`config.mk`:
```
export PLATFORM = sky130hd
export DESIGN_NAME = rv_core
export DESIGN_NICKNAME = d
export VERILOG_FILES = /design/src/rtl/core_pkg.sv /design/src/rtl/mem_pkg.sv /design/src/rtl/fetch_unit.sv /design/src/rtl/decode_stage.sv /design/src/rtl/execute_stage.sv /design/src/rtl/load_store_unit.sv /design/src/rtl/memory_arbiter.sv /design/src/rtl/hazard_unit.sv /design/src/rtl/rv_core.sv
export SDC_FILE = /design/constraint.sdc
export NUM_CORES = 2
export LEC_CHECK = 0
export ABC_AREA = 1
export BUFFER_PORTS_ARGS = -buffer_cell sky130_fd_sc_hd__buf_2
export CORE_MARGIN = 3
export CORE_UTILIZATION = 25
export CTS_CLUSTER_SIZE = 25
export DETAILED_ROUTE_END_ITERATION = 10
export HOLD_SLACK_MARGIN = 0.06
export PLACE_DENSITY = 0.44
export REMOVE_ABC_BUFFERS = 1
export SLEW_MARGIN = 20
export SYNTH_ARGS = -nofsm -noshare
export SYNTH_HDL_FRONTEND = slang
export SYNTH_SLANG_ARGS = --single-unit
```
`constraint.sdc`:
```
create_clock -name clk_i -period 11.1 [get_ports clk_i]
set_input_delay 1.665 -clock clk_i [delete_from_list [all_inputs] [get_ports clk_i]]
set_output_delay 1.665 -clock clk_i [all_outputs]
set_load 0.02 [all_outputs]
```
`src/rtl/core_pkg.sv`:
```
// Shared RV32 pipeline definitions
// Only ADD, ADDI, LW and SW are decoded, every other word runs as a no-op
package core_pkg;

  // ========================================
  // Widths and register file
  // ========================================
  localparam int unsigned XLEN       = 32;
  localparam int unsigned REG_ADDR_W = 5;
  localparam int unsigned NUM_REGS   = 32;

  // ADDI x0, x0, 0
  localparam logic [31:0] NOP_INSTR = 32'h0000_0013;

  // RV32 major opcodes in use
  typedef enum logic [6:0] {
    OPC_LOAD   = 7'b0000011,
    OPC_OP_IMM = 7'b0010011,
    OPC_STORE  = 7'b0100011,
    OPC_OP     = 7'b0110011
  } opcode_e;

  typedef enum logic [2:0] {
    INSTR_NOP,
    INSTR_ADD,
    INSTR_ADDI,
    INSTR_LW,
    INSTR_SW
  } instr_e;

  // Listed in falling priority
  typedef enum logic [1:0] {
    NO_STALL,
    MEM_STALL,
    FETCH_STALL,
    LOAD_RAW_STALL
  } stall_e;

  typedef enum logic [1:0] {
    FWD_NONE,
    FWD_MEM,
    FWD_WB
  } fwd_e;

  // Kinds that write rd
  function automatic logic writes_rd(instr_e kind);
    return kind inside {INSTR_ADD, INSTR_ADDI, INSTR_LW};
  endfunction

endpackage

```
`src/rtl/mem_pkg.sv`:
```
// External bus definitions
// One request outstanding at a time, rvalid answers reads and writes alike
package mem_pkg;

  localparam int unsigned ADDR_W = 32;
  localparam int unsigned DATA_W = 32;

  // Bus owner
  typedef enum logic {
    REQ_FETCH,
    REQ_LSU
  } requester_e;

  typedef enum logic {
    MEM_READ,
    MEM_WRITE
  } mem_op_e;

endpackage

```
`src/rtl/fetch_unit.sv`:
```
`timescale 1ns/1ps
// At most one fetch in flight; the PC only steps by 4, there are no branches
module fetch_unit
  import core_pkg::*, mem_pkg::*;
(
  input  logic              clk_i,
  input  logic              rst_ni,
  input  logic              advance_i,
  output logic              if_req_o,
  output logic [ADDR_W-1:0] if_addr_o,
  input  logic              if_rvalid_i,
  input  logic [DATA_W-1:0] if_rdata_i,
  output logic [XLEN-1:0]   instr_o,
  output logic [XLEN-1:0]   pc_o,
  output logic              if_valid_o
);

  logic [XLEN-1:0] pc_q;
  logic [XLEN-1:0] instr_q;
  logic            valid_q;
  logic            accept;

  // Decode takes the held word this cycle
  assign accept = valid_q & advance_i;

  // Level stays up while nothing is held, quiet during reset
  // Next fetch leaves in the accept cycle itself, at PC + 4
  assign if_req_o  = rst_ni && (!valid_q || accept);
  assign if_addr_o = accept ? pc_q + XLEN'(4) : pc_q;

  always_ff @(posedge clk_i) begin
    if (!rst_ni) begin
      pc_q    <= '0;
      valid_q <= 1'b0;
    end else begin
      if (if_rvalid_i) begin
        valid_q <= 1'b1;
      end else if (accept) begin
        valid_q <= 1'b0;
        pc_q    <= pc_q + XLEN'(4);
      end
    end
  end

  // Fetched word
  always_ff @(posedge clk_i) begin
    if (if_rvalid_i) begin
      instr_q <= if_rdata_i;
    end
  end

  // Bubble word while the fetch is still out
  assign instr_o    = valid_q ? instr_q : NOP_INSTR;
  assign pc_o       = pc_q;
  assign if_valid_o = valid_q;

  // Request is never withdrawn before its response
  a_req_held: assert property (@(posedge clk_i) disable iff (!rst_ni)
    if_req_o && !if_rvalid_i |=> if_req_o);

endmodule

```
`src/rtl/decode_stage.sv`:
```
`timescale 1ns/1ps
// Register file reads are write-first; x0 is never stored and reads as zero
module decode_stage
  import core_pkg::*;
(
  input  logic                  clk_i,
  input  logic                  rst_ni,
  input  logic [XLEN-1:0]       instr_i,
  input  logic                  wb_en_i,
  input  logic [REG_ADDR_W-1:0] wb_addr_i,
  input  logic [XLEN-1:0]       wb_data_i,
  output instr_e                instr_kind_o,
  output logic [REG_ADDR_W-1:0] rs1_addr_o,
  output logic [REG_ADDR_W-1:0] rs2_addr_o,
  output logic [REG_ADDR_W-1:0] rd_addr_o,
  output logic [XLEN-1:0]       rs1_data_o,
  output logic [XLEN-1:0]       rs2_data_o,
  output logic [XLEN-1:0]       imm_o
);

  logic [XLEN-1:0] rf_q [NUM_REGS];
  logic [2:0]      funct3;
  logic [6:0]      funct7;

  // ========================================
  // Instruction decode
  // ========================================
  assign funct3     = instr_i[14:12];
  assign funct7     = instr_i[31:25];
  assign rs1_addr_o = instr_i[19:15];
  assign rs2_addr_o = instr_i[24:20];

  always_comb begin
    instr_kind_o = INSTR_NOP;
    case (opcode_e'(instr_i[6:0]))
      OPC_OP: begin
        if (funct3 == 3'b000 && funct7 == 7'b0000000) begin
          instr_kind_o = INSTR_ADD;
        end
      end
      OPC_OP_IMM: begin
        if (funct3 == 3'b000) begin
          instr_kind_o = INSTR_ADDI;
        end
      end
      OPC_LOAD: begin
        if (funct3 == 3'b010) begin
          instr_kind_o = INSTR_LW;
        end
      end
      OPC_STORE: begin
        if (funct3 == 3'b010) begin
          instr_kind_o = INSTR_SW;
        end
      end
      default: instr_kind_o = INSTR_NOP;
    endcase
  end

  // S-type splits the offset, I-type keeps it in the top bits
  assign imm_o = (instr_kind_o == INSTR_SW) ?
                 {{20{instr_i[31]}}, instr_i[31:25], instr_i[11:7]} :
                 {{20{instr_i[31]}}, instr_i[31:20]};

  // rd field of a store is offset bits
  assign rd_addr_o = writes_rd(instr_kind_o) ? instr_i[11:7] : '0;

  // ========================================
  // Register file
  // ========================================
  always_ff @(posedge clk_i) begin
    if (wb_en_i && wb_addr_i != '0) begin
      rf_q[wb_addr_i] <= wb_data_i;
    end
  end

  // Same-cycle writeback bypass
  assign rs1_data_o = (rs1_addr_o == '0) ? '0 :
                      (wb_en_i && wb_addr_i == rs1_addr_o) ? wb_data_i : rf_q[rs1_addr_o];
  assign rs2_data_o = (rs2_addr_o == '0) ? '0 :
                      (wb_en_i && wb_addr_i == rs2_addr_o) ? wb_data_i : rf_q[rs2_addr_o];

  // Values written into the array are always known
  a_wb_known: assert property (@(posedge clk_i) disable iff (!rst_ni)
    wb_en_i && wb_addr_i != '0 |-> !$isunknown(wb_data_i));

endmodule

```
`src/rtl/execute_stage.sv`:
```
`timescale 1ns/1ps
// Single adder serves ADD, ADDI and the LW/SW effective address
module execute_stage
  import core_pkg::*;
(
  input  instr_e          instr_kind_i,
  input  logic [XLEN-1:0] rs1_data_i,
  input  logic [XLEN-1:0] rs2_data_i,
  input  logic [XLEN-1:0] imm_i,
  input  fwd_e            fwd_a_i,
  input  fwd_e            fwd_b_i,
  input  logic [XLEN-1:0] mem_result_i,
  input  logic [XLEN-1:0] wb_data_i,
  output logic [XLEN-1:0] result_o,
  output logic [XLEN-1:0] store_data_o
);

  logic [XLEN-1:0] op_a;
  logic [XLEN-1:0] op_b;
  logic [XLEN-1:0] addend;

  // Forwarding muxes
  always_comb begin
    case (fwd_a_i)
      FWD_MEM: op_a = mem_result_i;
      FWD_WB:  op_a = wb_data_i;
      default: op_a = rs1_data_i;
    endcase
    case (fwd_b_i)
      FWD_MEM: op_b = mem_result_i;
      FWD_WB:  op_b = wb_data_i;
      default: op_b = rs2_data_i;
    endcase
  end

  // Only ADD takes rs2 as the second addend
  assign addend = (instr_kind_i == INSTR_ADD) ? op_b : imm_i;

  assign result_o = op_a + addend;

  // SW data is the forwarded rs2
  assign store_data_o = op_b;

endmodule

```
`src/rtl/load_store_unit.sv`:
```
`timescale 1ns/1ps
// Word accesses only; one access per memory-stage instruction, even when frozen
module load_store_unit
  import core_pkg::*, mem_pkg::*;
(
  input  logic              clk_i,
  input  logic              rst_ni,
  input  logic              advance_i,
  input  instr_e            instr_kind_i,
  input  logic [XLEN-1:0]   addr_i,
  input  logic [XLEN-1:0]   store_data_i,
  output logic              ls_req_o,
  output mem_op_e           ls_op_o,
  output logic [ADDR_W-1:0] ls_addr_o,
  output logic [DATA_W-1:0] ls_wdata_o,
  input  logic              ls_rvalid_i,
  input  logic [DATA_W-1:0] ls_rdata_i,
  output logic [XLEN-1:0]   load_data_o,
  output logic              busy_o
);

  logic            is_mem;
  logic            done_q;
  logic [XLEN-1:0] load_q;

  assign is_mem = instr_kind_i inside {INSTR_LW, INSTR_SW};

  // Busy from the request until the response cycle
  assign busy_o = is_mem & !done_q;

  assign ls_req_o   = busy_o;
  assign ls_op_o    = (instr_kind_i == INSTR_SW) ? MEM_WRITE : MEM_READ;
  assign ls_addr_o  = addr_i;
  assign ls_wdata_o = store_data_i;

  // Finished access, kept until the stage moves on
  always_ff @(posedge clk_i) begin
    if (!rst_ni) begin
      done_q <= 1'b0;
    end else if (advance_i) begin
      done_q <= 1'b0;
    end else if (ls_rvalid_i) begin
      done_q <= 1'b1;
    end
  end

  // Load word held for the MEM/WB register
  always_ff @(posedge clk_i) begin
    if (ls_rvalid_i && ls_op_o == MEM_READ) begin
      load_q <= ls_rdata_i;
    end
  end

  assign load_data_o = load_q;

endmodule

```
`src/rtl/memory_arbiter.sv`:
```
`timescale 1ns/1ps
// LSU wins over fetch on an idle bus; the owner keeps the bus until its rvalid
module memory_arbiter
  import mem_pkg::*;
(
  input  logic              clk_i,
  input  logic              rst_ni,
  input  logic              if_req_i,
  input  logic [ADDR_W-1:0] if_addr_i,
  output logic              if_rvalid_o,
  output logic [DATA_W-1:0] if_rdata_o,
  input  logic              ls_req_i,
  input  mem_op_e           ls_op_i,
  input  logic [ADDR_W-1:0] ls_addr_i,
  input  logic [DATA_W-1:0] ls_wdata_i,
  output logic              ls_rvalid_o,
  output logic [DATA_W-1:0] ls_rdata_o,
  output logic              mem_req_o,
  output mem_op_e           mem_op_o,
  output logic [ADDR_W-1:0] mem_addr_o,
  output logic [DATA_W-1:0] mem_wdata_o,
  input  logic              mem_rvalid_i,
  input  logic [DATA_W-1:0] mem_rdata_i
);

  logic       busy_q;
  requester_e owner_q;
  requester_e winner;

  assign winner = ls_req_i ? REQ_LSU : REQ_FETCH;

  // One pulse per grant, only on an idle bus
  assign mem_req_o   = !busy_q && (ls_req_i || if_req_i);
  assign mem_op_o    = (winner == REQ_LSU) ? ls_op_i : MEM_READ;
  assign mem_addr_o  = (winner == REQ_LSU) ? ls_addr_i : if_addr_i;
  assign mem_wdata_o = ls_wdata_i;

  always_ff @(posedge clk_i) begin
    if (!rst_ni) begin
      busy_q  <= 1'b0;
      owner_q <= REQ_FETCH;
    end else if (mem_req_o) begin
      busy_q  <= 1'b1;
      owner_q <= winner;
    end else if (mem_rvalid_i) begin
      busy_q <= 1'b0;
    end
  end

  // Response goes back to the owner only
  assign if_rvalid_o = mem_rvalid_i && busy_q && owner_q == REQ_FETCH;
  assign ls_rvalid_o = mem_rvalid_i && busy_q && owner_q == REQ_LSU;
  assign if_rdata_o  = (owner_q == REQ_FETCH) ? mem_rdata_i : '0;
  assign ls_rdata_o  = (owner_q == REQ_LSU) ? mem_rdata_i : '0;

  // Memory answers only an outstanding request
  a_rvalid_owned: assert property (@(posedge clk_i) disable iff (!rst_ni)
    mem_rvalid_i |-> busy_q);

endmodule

```
`src/rtl/hazard_unit.sv`:
```
`timescale 1ns/1ps
// Register x0 never forwards and never causes a load-use stall
module hazard_unit
  import core_pkg::*;
(
  input  logic [REG_ADDR_W-1:0] rs1_addr_de_i,
  input  logic [REG_ADDR_W-1:0] rs2_addr_de_i,
  input  logic [REG_ADDR_W-1:0] rs1_addr_ex_i,
  input  logic [REG_ADDR_W-1:0] rs2_addr_ex_i,
  input  logic [REG_ADDR_W-1:0] rd_addr_ex_i,
  input  logic                  is_load_ex_i,
  input  logic [REG_ADDR_W-1:0] rd_addr_me_i,
  input  logic                  rf_we_me_i,
  input  logic [REG_ADDR_W-1:0] rd_addr_wb_i,
  input  logic                  rf_we_wb_i,
  output fwd_e                  fwd_a_o,
  output fwd_e                  fwd_b_o,
  output logic                  load_use_o
);

  // Youngest producer wins, so memory stage before writeback
  function automatic fwd_e fwd_sel(logic [REG_ADDR_W-1:0] rs);
    fwd_e sel;
    sel = FWD_NONE;
    if (rs != '0) begin
      if (rf_we_me_i && rd_addr_me_i == rs) begin
        sel = FWD_MEM;
      end else if (rf_we_wb_i && rd_addr_wb_i == rs) begin
        sel = FWD_WB;
      end
    end
    return sel;
  endfunction

  assign fwd_a_o = fwd_sel(rs1_addr_ex_i);
  assign fwd_b_o = fwd_sel(rs2_addr_ex_i);

  // LW result is not ready until writeback
  assign load_use_o = is_load_ex_i && rd_addr_ex_i != '0 &&
                      (rd_addr_ex_i == rs1_addr_de_i || rd_addr_ex_i == rs2_addr_de_i);

endmodule

```
`src/rtl/rv_core.sv`:
```
`timescale 1ns/1ps
// In-order RV32 core, ADD/ADDI/LW/SW only, no branches or traps
// Fetch and load/store share one strobe bus through the arbiter
module rv_core
  import core_pkg::*, mem_pkg::*;
(
  input  logic              clk_i,
  input  logic              rst_ni,
  output logic              mem_req_o,
  output mem_op_e           mem_op_o,
  output logic [ADDR_W-1:0] mem_addr_o,
  output logic [DATA_W-1:0] mem_wdata_o,
  input  logic              mem_rvalid_i,
  input  logic [DATA_W-1:0] mem_rdata_i
);

  stall_e stall_cause;
  logic   freeze;

  // Fetch side
  logic              if_req;
  logic [ADDR_W-1:0] if_addr;
  logic              if_rvalid;
  logic [DATA_W-1:0] if_rdata;
  logic [XLEN-1:0]   fe_instr;
  logic              if_valid;

  // Decode outputs
  instr_e                de_kind;
  logic [REG_ADDR_W-1:0] de_rs1_addr;
  logic [REG_ADDR_W-1:0] de_rs2_addr;
  logic [REG_ADDR_W-1:0] de_rd_addr;
  logic [XLEN-1:0]       de_rs1_data;
  logic [XLEN-1:0]       de_rs2_data;
  logic [XLEN-1:0]       de_imm;

  // ID/EX
  instr_e                kind_ex;
  logic [REG_ADDR_W-1:0] rs1_addr_ex;
  logic [REG_ADDR_W-1:0] rs2_addr_ex;
  logic [REG_ADDR_W-1:0] rd_addr_ex;
  logic [XLEN-1:0]       rs1_data_ex;
  logic [XLEN-1:0]       rs2_data_ex;
  logic [XLEN-1:0]       imm_ex;
  fwd_e                  fwd_a;
  fwd_e                  fwd_b;
  logic [XLEN-1:0]       ex_result;
  logic [XLEN-1:0]       ex_store_data;
  logic                  load_use;

  // EX/MEM
  instr_e                kind_me;
  logic [REG_ADDR_W-1:0] rd_addr_me;
  logic [XLEN-1:0]       result_me;
  logic [XLEN-1:0]       store_data_me;
  logic                  ls_req;
  mem_op_e               ls_op;
  logic [ADDR_W-1:0]     ls_addr;
  logic [DATA_W-1:0]     ls_wdata;
  logic                  ls_rvalid;
  logic [DATA_W-1:0]     ls_rdata;
  logic [XLEN-1:0]       me_load_data;
  logic                  lsu_busy;

  // MEM/WB
  instr_e                kind_wb;
  logic [REG_ADDR_W-1:0] rd_addr_wb;
  logic [XLEN-1:0]       result_wb;
  logic [XLEN-1:0]       load_data_wb;
  logic [XLEN-1:0]       wb_data;

  // ========================================
  // Stall priority
  // ========================================
  always_comb begin
    if (lsu_busy) begin
      stall_cause = MEM_STALL;
    end else if (!if_valid) begin
      stall_cause = FETCH_STALL;
    end else if (load_use) begin
      stall_cause = LOAD_RAW_STALL;
    end else begin
      stall_cause = NO_STALL;
    end
  end

  // Bus waits hold every stage
  assign freeze = stall_cause inside {MEM_STALL, FETCH_STALL};

  // ========================================
  // Fetch and decode
  // ========================================
  fetch_unit u_fetch (
    .clk_i       (clk_i),
    .rst_ni      (rst_ni),
    .advance_i   (stall_cause == NO_STALL),
    .if_req_o    (if_req),
    .if_addr_o   (if_addr),
    .if_rvalid_i (if_rvalid),
    .if_rdata_i  (if_rdata),
    .instr_o     (fe_instr),
    .pc_o        (),
    .if_valid_o  (if_valid)
  );

  decode_stage u_decode (
    .clk_i        (clk_i),
    .rst_ni       (rst_ni),
    .instr_i      (fe_instr),
    .wb_en_i      (writes_rd(kind_wb)),
    .wb_addr_i    (rd_addr_wb),
    .wb_data_i    (wb_data),
    .instr_kind_o (de_kind),
    .rs1_addr_o   (de_rs1_addr),
    .rs2_addr_o   (de_rs2_addr),
    .rd_addr_o    (de_rd_addr),
    .rs1_data_o   (de_rs1_data),
    .rs2_data_o   (de_rs2_data),
    .imm_o        (de_imm)
  );

  // ID/EX control, bubble on a load-use hit
  always_ff @(posedge clk_i) begin
    if (!rst_ni) begin
      kind_ex    <= INSTR_NOP;
      rd_addr_ex <= '0;
    end else if (!freeze) begin
      if (stall_cause == LOAD_RAW_STALL) begin
        kind_ex    <= INSTR_NOP;
        rd_addr_ex <= '0;
      end else begin
        kind_ex    <= de_kind;
        rd_addr_ex <= de_rd_addr;
      end
    end
  end

  always_ff @(posedge clk_i) begin
    if (!freeze) begin
      rs1_addr_ex <= de_rs1_addr;
      rs2_addr_ex <= de_rs2_addr;
      rs1_data_ex <= de_rs1_data;
      rs2_data_ex <= de_rs2_data;
      imm_ex      <= de_imm;
    end
  end

  // ========================================
  // Execute
  // ========================================
  execute_stage u_execute (
    .instr_kind_i (kind_ex),
    .rs1_data_i   (rs1_data_ex),
    .rs2_data_i   (rs2_data_ex),
    .imm_i        (imm_ex),
    .fwd_a_i      (fwd_a),
    .fwd_b_i      (fwd_b),
    .mem_result_i (result_me),
    .wb_data_i    (wb_data),
    .result_o     (ex_result),
    .store_data_o (ex_store_data)
  );

  hazard_unit u_hazard (
    .rs1_addr_de_i (de_rs1_addr),
    .rs2_addr_de_i (de_rs2_addr),
    .rs1_addr_ex_i (rs1_addr_ex),
    .rs2_addr_ex_i (rs2_addr_ex),
    .rd_addr_ex_i  (rd_addr_ex),
    .is_load_ex_i  (kind_ex == INSTR_LW),
    .rd_addr_me_i  (rd_addr_me),
    .rf_we_me_i    (writes_rd(kind_me)),
    .rd_addr_wb_i  (rd_addr_wb),
    .rf_we_wb_i    (writes_rd(kind_wb)),
    .fwd_a_o       (fwd_a),
    .fwd_b_o       (fwd_b),
    .load_use_o    (load_use)
  );

  // EX/MEM and MEM/WB control
  always_ff @(posedge clk_i) begin
    if (!rst_ni) begin
      kind_me    <= INSTR_NOP;
      rd_addr_me <= '0;
      kind_wb    <= INSTR_NOP;
      rd_addr_wb <= '0;
    end else if (!freeze) begin
      kind_me    <= kind_ex;
      rd_addr_me <= rd_addr_ex;
      kind_wb    <= kind_me;
      rd_addr_wb <= rd_addr_me;
    end
  end

  always_ff @(posedge clk_i) begin
    if (!freeze) begin
      result_me     <= ex_result;
      store_data_me <= ex_store_data;
      result_wb     <= result_me;
      load_data_wb  <= me_load_data;
    end
  end

  // ========================================
  // Memory access and bus sharing
  // ========================================
  load_store_unit u_lsu (
    .clk_i        (clk_i),
    .rst_ni       (rst_ni),
    .advance_i    (!freeze),
    .instr_kind_i (kind_me),
    .addr_i       (result_me),
    .store_data_i (store_data_me),
    .ls_req_o     (ls_req),
    .ls_op_o      (ls_op),
    .ls_addr_o    (ls_addr),
    .ls_wdata_o   (ls_wdata),
    .ls_rvalid_i  (ls_rvalid),
    .ls_rdata_i   (ls_rdata),
    .load_data_o  (me_load_data),
    .busy_o       (lsu_busy)
  );

  memory_arbiter u_arbiter (
    .clk_i        (clk_i),
    .rst_ni       (rst_ni),
    .if_req_i     (if_req),
    .if_addr_i    (if_addr),
    .if_rvalid_o  (if_rvalid),
    .if_rdata_o   (if_rdata),
    .ls_req_i     (ls_req),
    .ls_op_i      (ls_op),
    .ls_addr_i    (ls_addr),
    .ls_wdata_i   (ls_wdata),
    .ls_rvalid_o  (ls_rvalid),
    .ls_rdata_o   (ls_rdata),
    .mem_req_o    (mem_req_o),
    .mem_op_o     (mem_op_o),
    .mem_addr_o   (mem_addr_o),
    .mem_wdata_o  (mem_wdata_o),
    .mem_rvalid_i (mem_rvalid_i),
    .mem_rdata_i  (mem_rdata_i)
  );

  // Writeback picks the load word for LW
  assign wb_data = (kind_wb == INSTR_LW) ? load_data_wb : result_wb;

endmodule

```
==> results.cfg <==
[worst_setup_path]
r2r-end = rs2_data_ex[2]$_SDFFCE_PN0P_
worstSetupPathType = reg2out
required_ps = 9440
r2r-start = u_fetch.if_valid_o$_SDFFE_PN0P_
reg2reg_slack_ps = 5190
startpoint_type = register
endpoint_kind = output port
reg2reg_depth = 11
crit_start = u_fetch.if_valid_o$_SDFFE_PN0P_
crit_fanout = 64
endpoint = mem_addr_o[23]
arrival_ps = 5520

[die]
io_pins = 101
initial_utilization = 0.2521
core_um2 = 286200
row_count = 196
dieArea_um2 = 295000
die_h_um = 543.2
die_w_um = 543.2

[clocking]
cts.sinks = 1360
htreeDepth = 4
cts_root_buf = clkbuf_16
clkLatencyLatePin_ps = 860
path_clk_slew_ps = 60
cts_tree = done
ctsHoldBuffers = 0
cts_buffers = 168
cts_buffer_depth = 4
cts_setup_buffers = 0
cts-resized-gates = 0

[synthesis]
yosys_warnings = 0
yosys-top-cells-area = edfxtp_1 (54%), nand2_1 (14%), nand3_1 (9.8%)
yosysSeqAreaShare = 0.5581
ys.flop_type = edfxtp_1
syn-mean-instance-area_um2 = 8.346
synth_top_area_frac = 0.5420
syn_area_um2 = 72140
synth_edf_count = 1302
yosysUniqueCellTypes = 37
synthArstFlopShare = 0
ys_top_cells_by_count = nand2_1 (2692), nand3_1 (1416), edfxtp_1 (1302), inv_1 (990), nor2_1 (454)
yosysTopAreaCell = edfxtp_1
syn_inst = 8643
ys_ff_latch = 1360
yosysMostFrequentCell = nand2_1

[sta]
fmax_mhz = 139.2
worstMarginPinSlew_ps = 1194
hold_viol = 0
fin_crit_ps = 7185
max_slew_margin = 0.2038
drv_slew = 0
setup_viol = 0
fin_crit_sh = 0.6473
hold_ws_ps = 417.0
finClkSkew_ps = 41.67
rsz0062_at_grt = no

[cells_and_area]
layout.nets = 8636
area_growth_syn_to_layout_pct = 14.09
stdcell_count = 12454
final_core_util = 0.2876
layout-drive-gt1-share = 0.06976
fin_area_um2 = 82300
fill_cells = 30231

[place]
place_area_um2 = 77190
place_inst = 12156
place_congestion = 0.8946
io_buffers = 100
dp_hpwl_um = 180300

[hold_path]
hold_path_class = reg2reg
hold_start = u_lsu.load_data_o[20]$_SDFFCE_PN0P_

[route]
routed_wl_um = 329300
ant_nets = 0
drt_pass1_iterations = 8
wl_per_cell_um = 26.44
drtIter0Drc = 7965
vias = 63733
vias_per_cell = 5.117
drcViolationCount = 0

[global_routing]
grtUsageMet1 = 0.2909
grt_pass1_wl_um = 459500
grt_usage = 0.2162
first_global_vias = 60344
met3_usage = 0.03736
met2_usage = 0.3402
grt_busiest_layer = met2
antenna_found_initial = 14
grt_max_degree = 181
overflow = 0

[pwr]
ir_drop_mv = 0.09981
p_leak_nw = 34.85
powerDensity_nw_per_um2 = 151.2

[status]
status = completed

[job]
cap_violations = 0
cells by family after synthesis:
kind of cell    synth area share
buf+inv                  0.08334
flops                     0.5581
simple gates              0.2696
other cells           0.00005198
fa+ha+maj               0.006522
compound gates           0.07705
xor+xnor                0.005342
layout make-up:
| cell class | instances | area (µm²) | area share |
|---|---|---|---|
| Sequential cell | 1360 | 40270 | 0.4893 |
| Multi-Input combinational cell | 5762 | 26500 | 0.3220 |
| Tap cell | 3762 | 4707 | 0.05719 |
| Clock buffer | 211 | 4427 | 0.05379 |
| Inverter | 1001 | 3800 | 0.04617 |
| Timing Repair Buffer | 271 | 1921 | 0.02334 |
| Clock inverter | 82 | 666.9 | 0.008103 |
| Antenna cell | 5 | 12.51 | 0.0001520 |
stage by stage:
stage               worst slack, ps  setup TNS, ps  power (mW)
global route                   3625              0       12.84
floorplan                    -13350       -1810030       6.658
finish                         3915              0       12.44
global placement               4338              0       7.206
CTS                            3936              0       12.51
detailed placement             4842              0       7.204
worst min path at each step:
stage	depth (start not counted)	to
3_3_place_gp	0	load_data_wb[9]$_DFFE_PP_
6_report	0	load_data_wb[20]$_DFFE_PP_
3_5_place_dp	0	load_data_wb[16]$_DFFE_PP_
4_1_cts	0	load_data_wb[15]$_DFFE_PP_
2_1_floorplan	0	load_data_wb[0]$_DFFE_PP_
5_1_grt	0	load_data_wb[16]$_DFFE_PP_
worst max-delay path, cell delays in order (launching register included):
cell,delay (ps)
dfxtp_4,830
buf_4,910
nand2_4,830
nand2_1,220
nand2_1,70
nor2_1,90
nand3_1,80
nand2_1,90
nand2_1,60
buf_4,250
nand2_2,570
nand2_1,150
nand2_1,100
nand2_1,50
nand2_1,130
buf_2,180
layout by cell type (no fill, tap or decap), types with 38 or more instances in the layout:
cell type / count
edfxtp_1: 1302
a21oi_1: 387
o211ai_1: 130
nand3_1: 1415
nor2_1: 420
xor2_1: 40
dfxtp_1: 56
buf_4: 160
clkbuf_1: 38
o21ai_0: 357
nand2_1: 2680
inv_1: 979
clkbuf_16: 169
buf_2: 100
a22oi_1: 62
metal layers:
metal | wire (µm) | part of all wire
met5 | 63 | 0.00019
met4 | 16400 | 0.050
met3 | 27530 | 0.084
met2 | 147600 | 0.45
met1 | 137800 | 0.42
flip-flops by register name, summed over array words and instances, names as in the netlist, 32 cells and up:
| signal | count |
|---|---|
| u_decode.rf_q | 1024 |
| load_data_wb | 32 |
| result_me | 32 |
| result_wb | 32 |
| rs1_data_ex | 32 |
| rs2_data_ex | 32 |
| store_data_me | 32 |
| u_fetch.instr_q | 32 |
| u_lsu.load_data_o | 32 |
power by group:
group | leakage, nW | internal [mW] | switching, mW | total, mW
clock network | 2.49 | 3.02 | 2.30 | 5.32
registers | 12.2 | 5.71 | 0.0895 | 5.80
logic | 20.1 | 0.311 | 1.01 | 1.32
(Power assumes the default switching activity.)
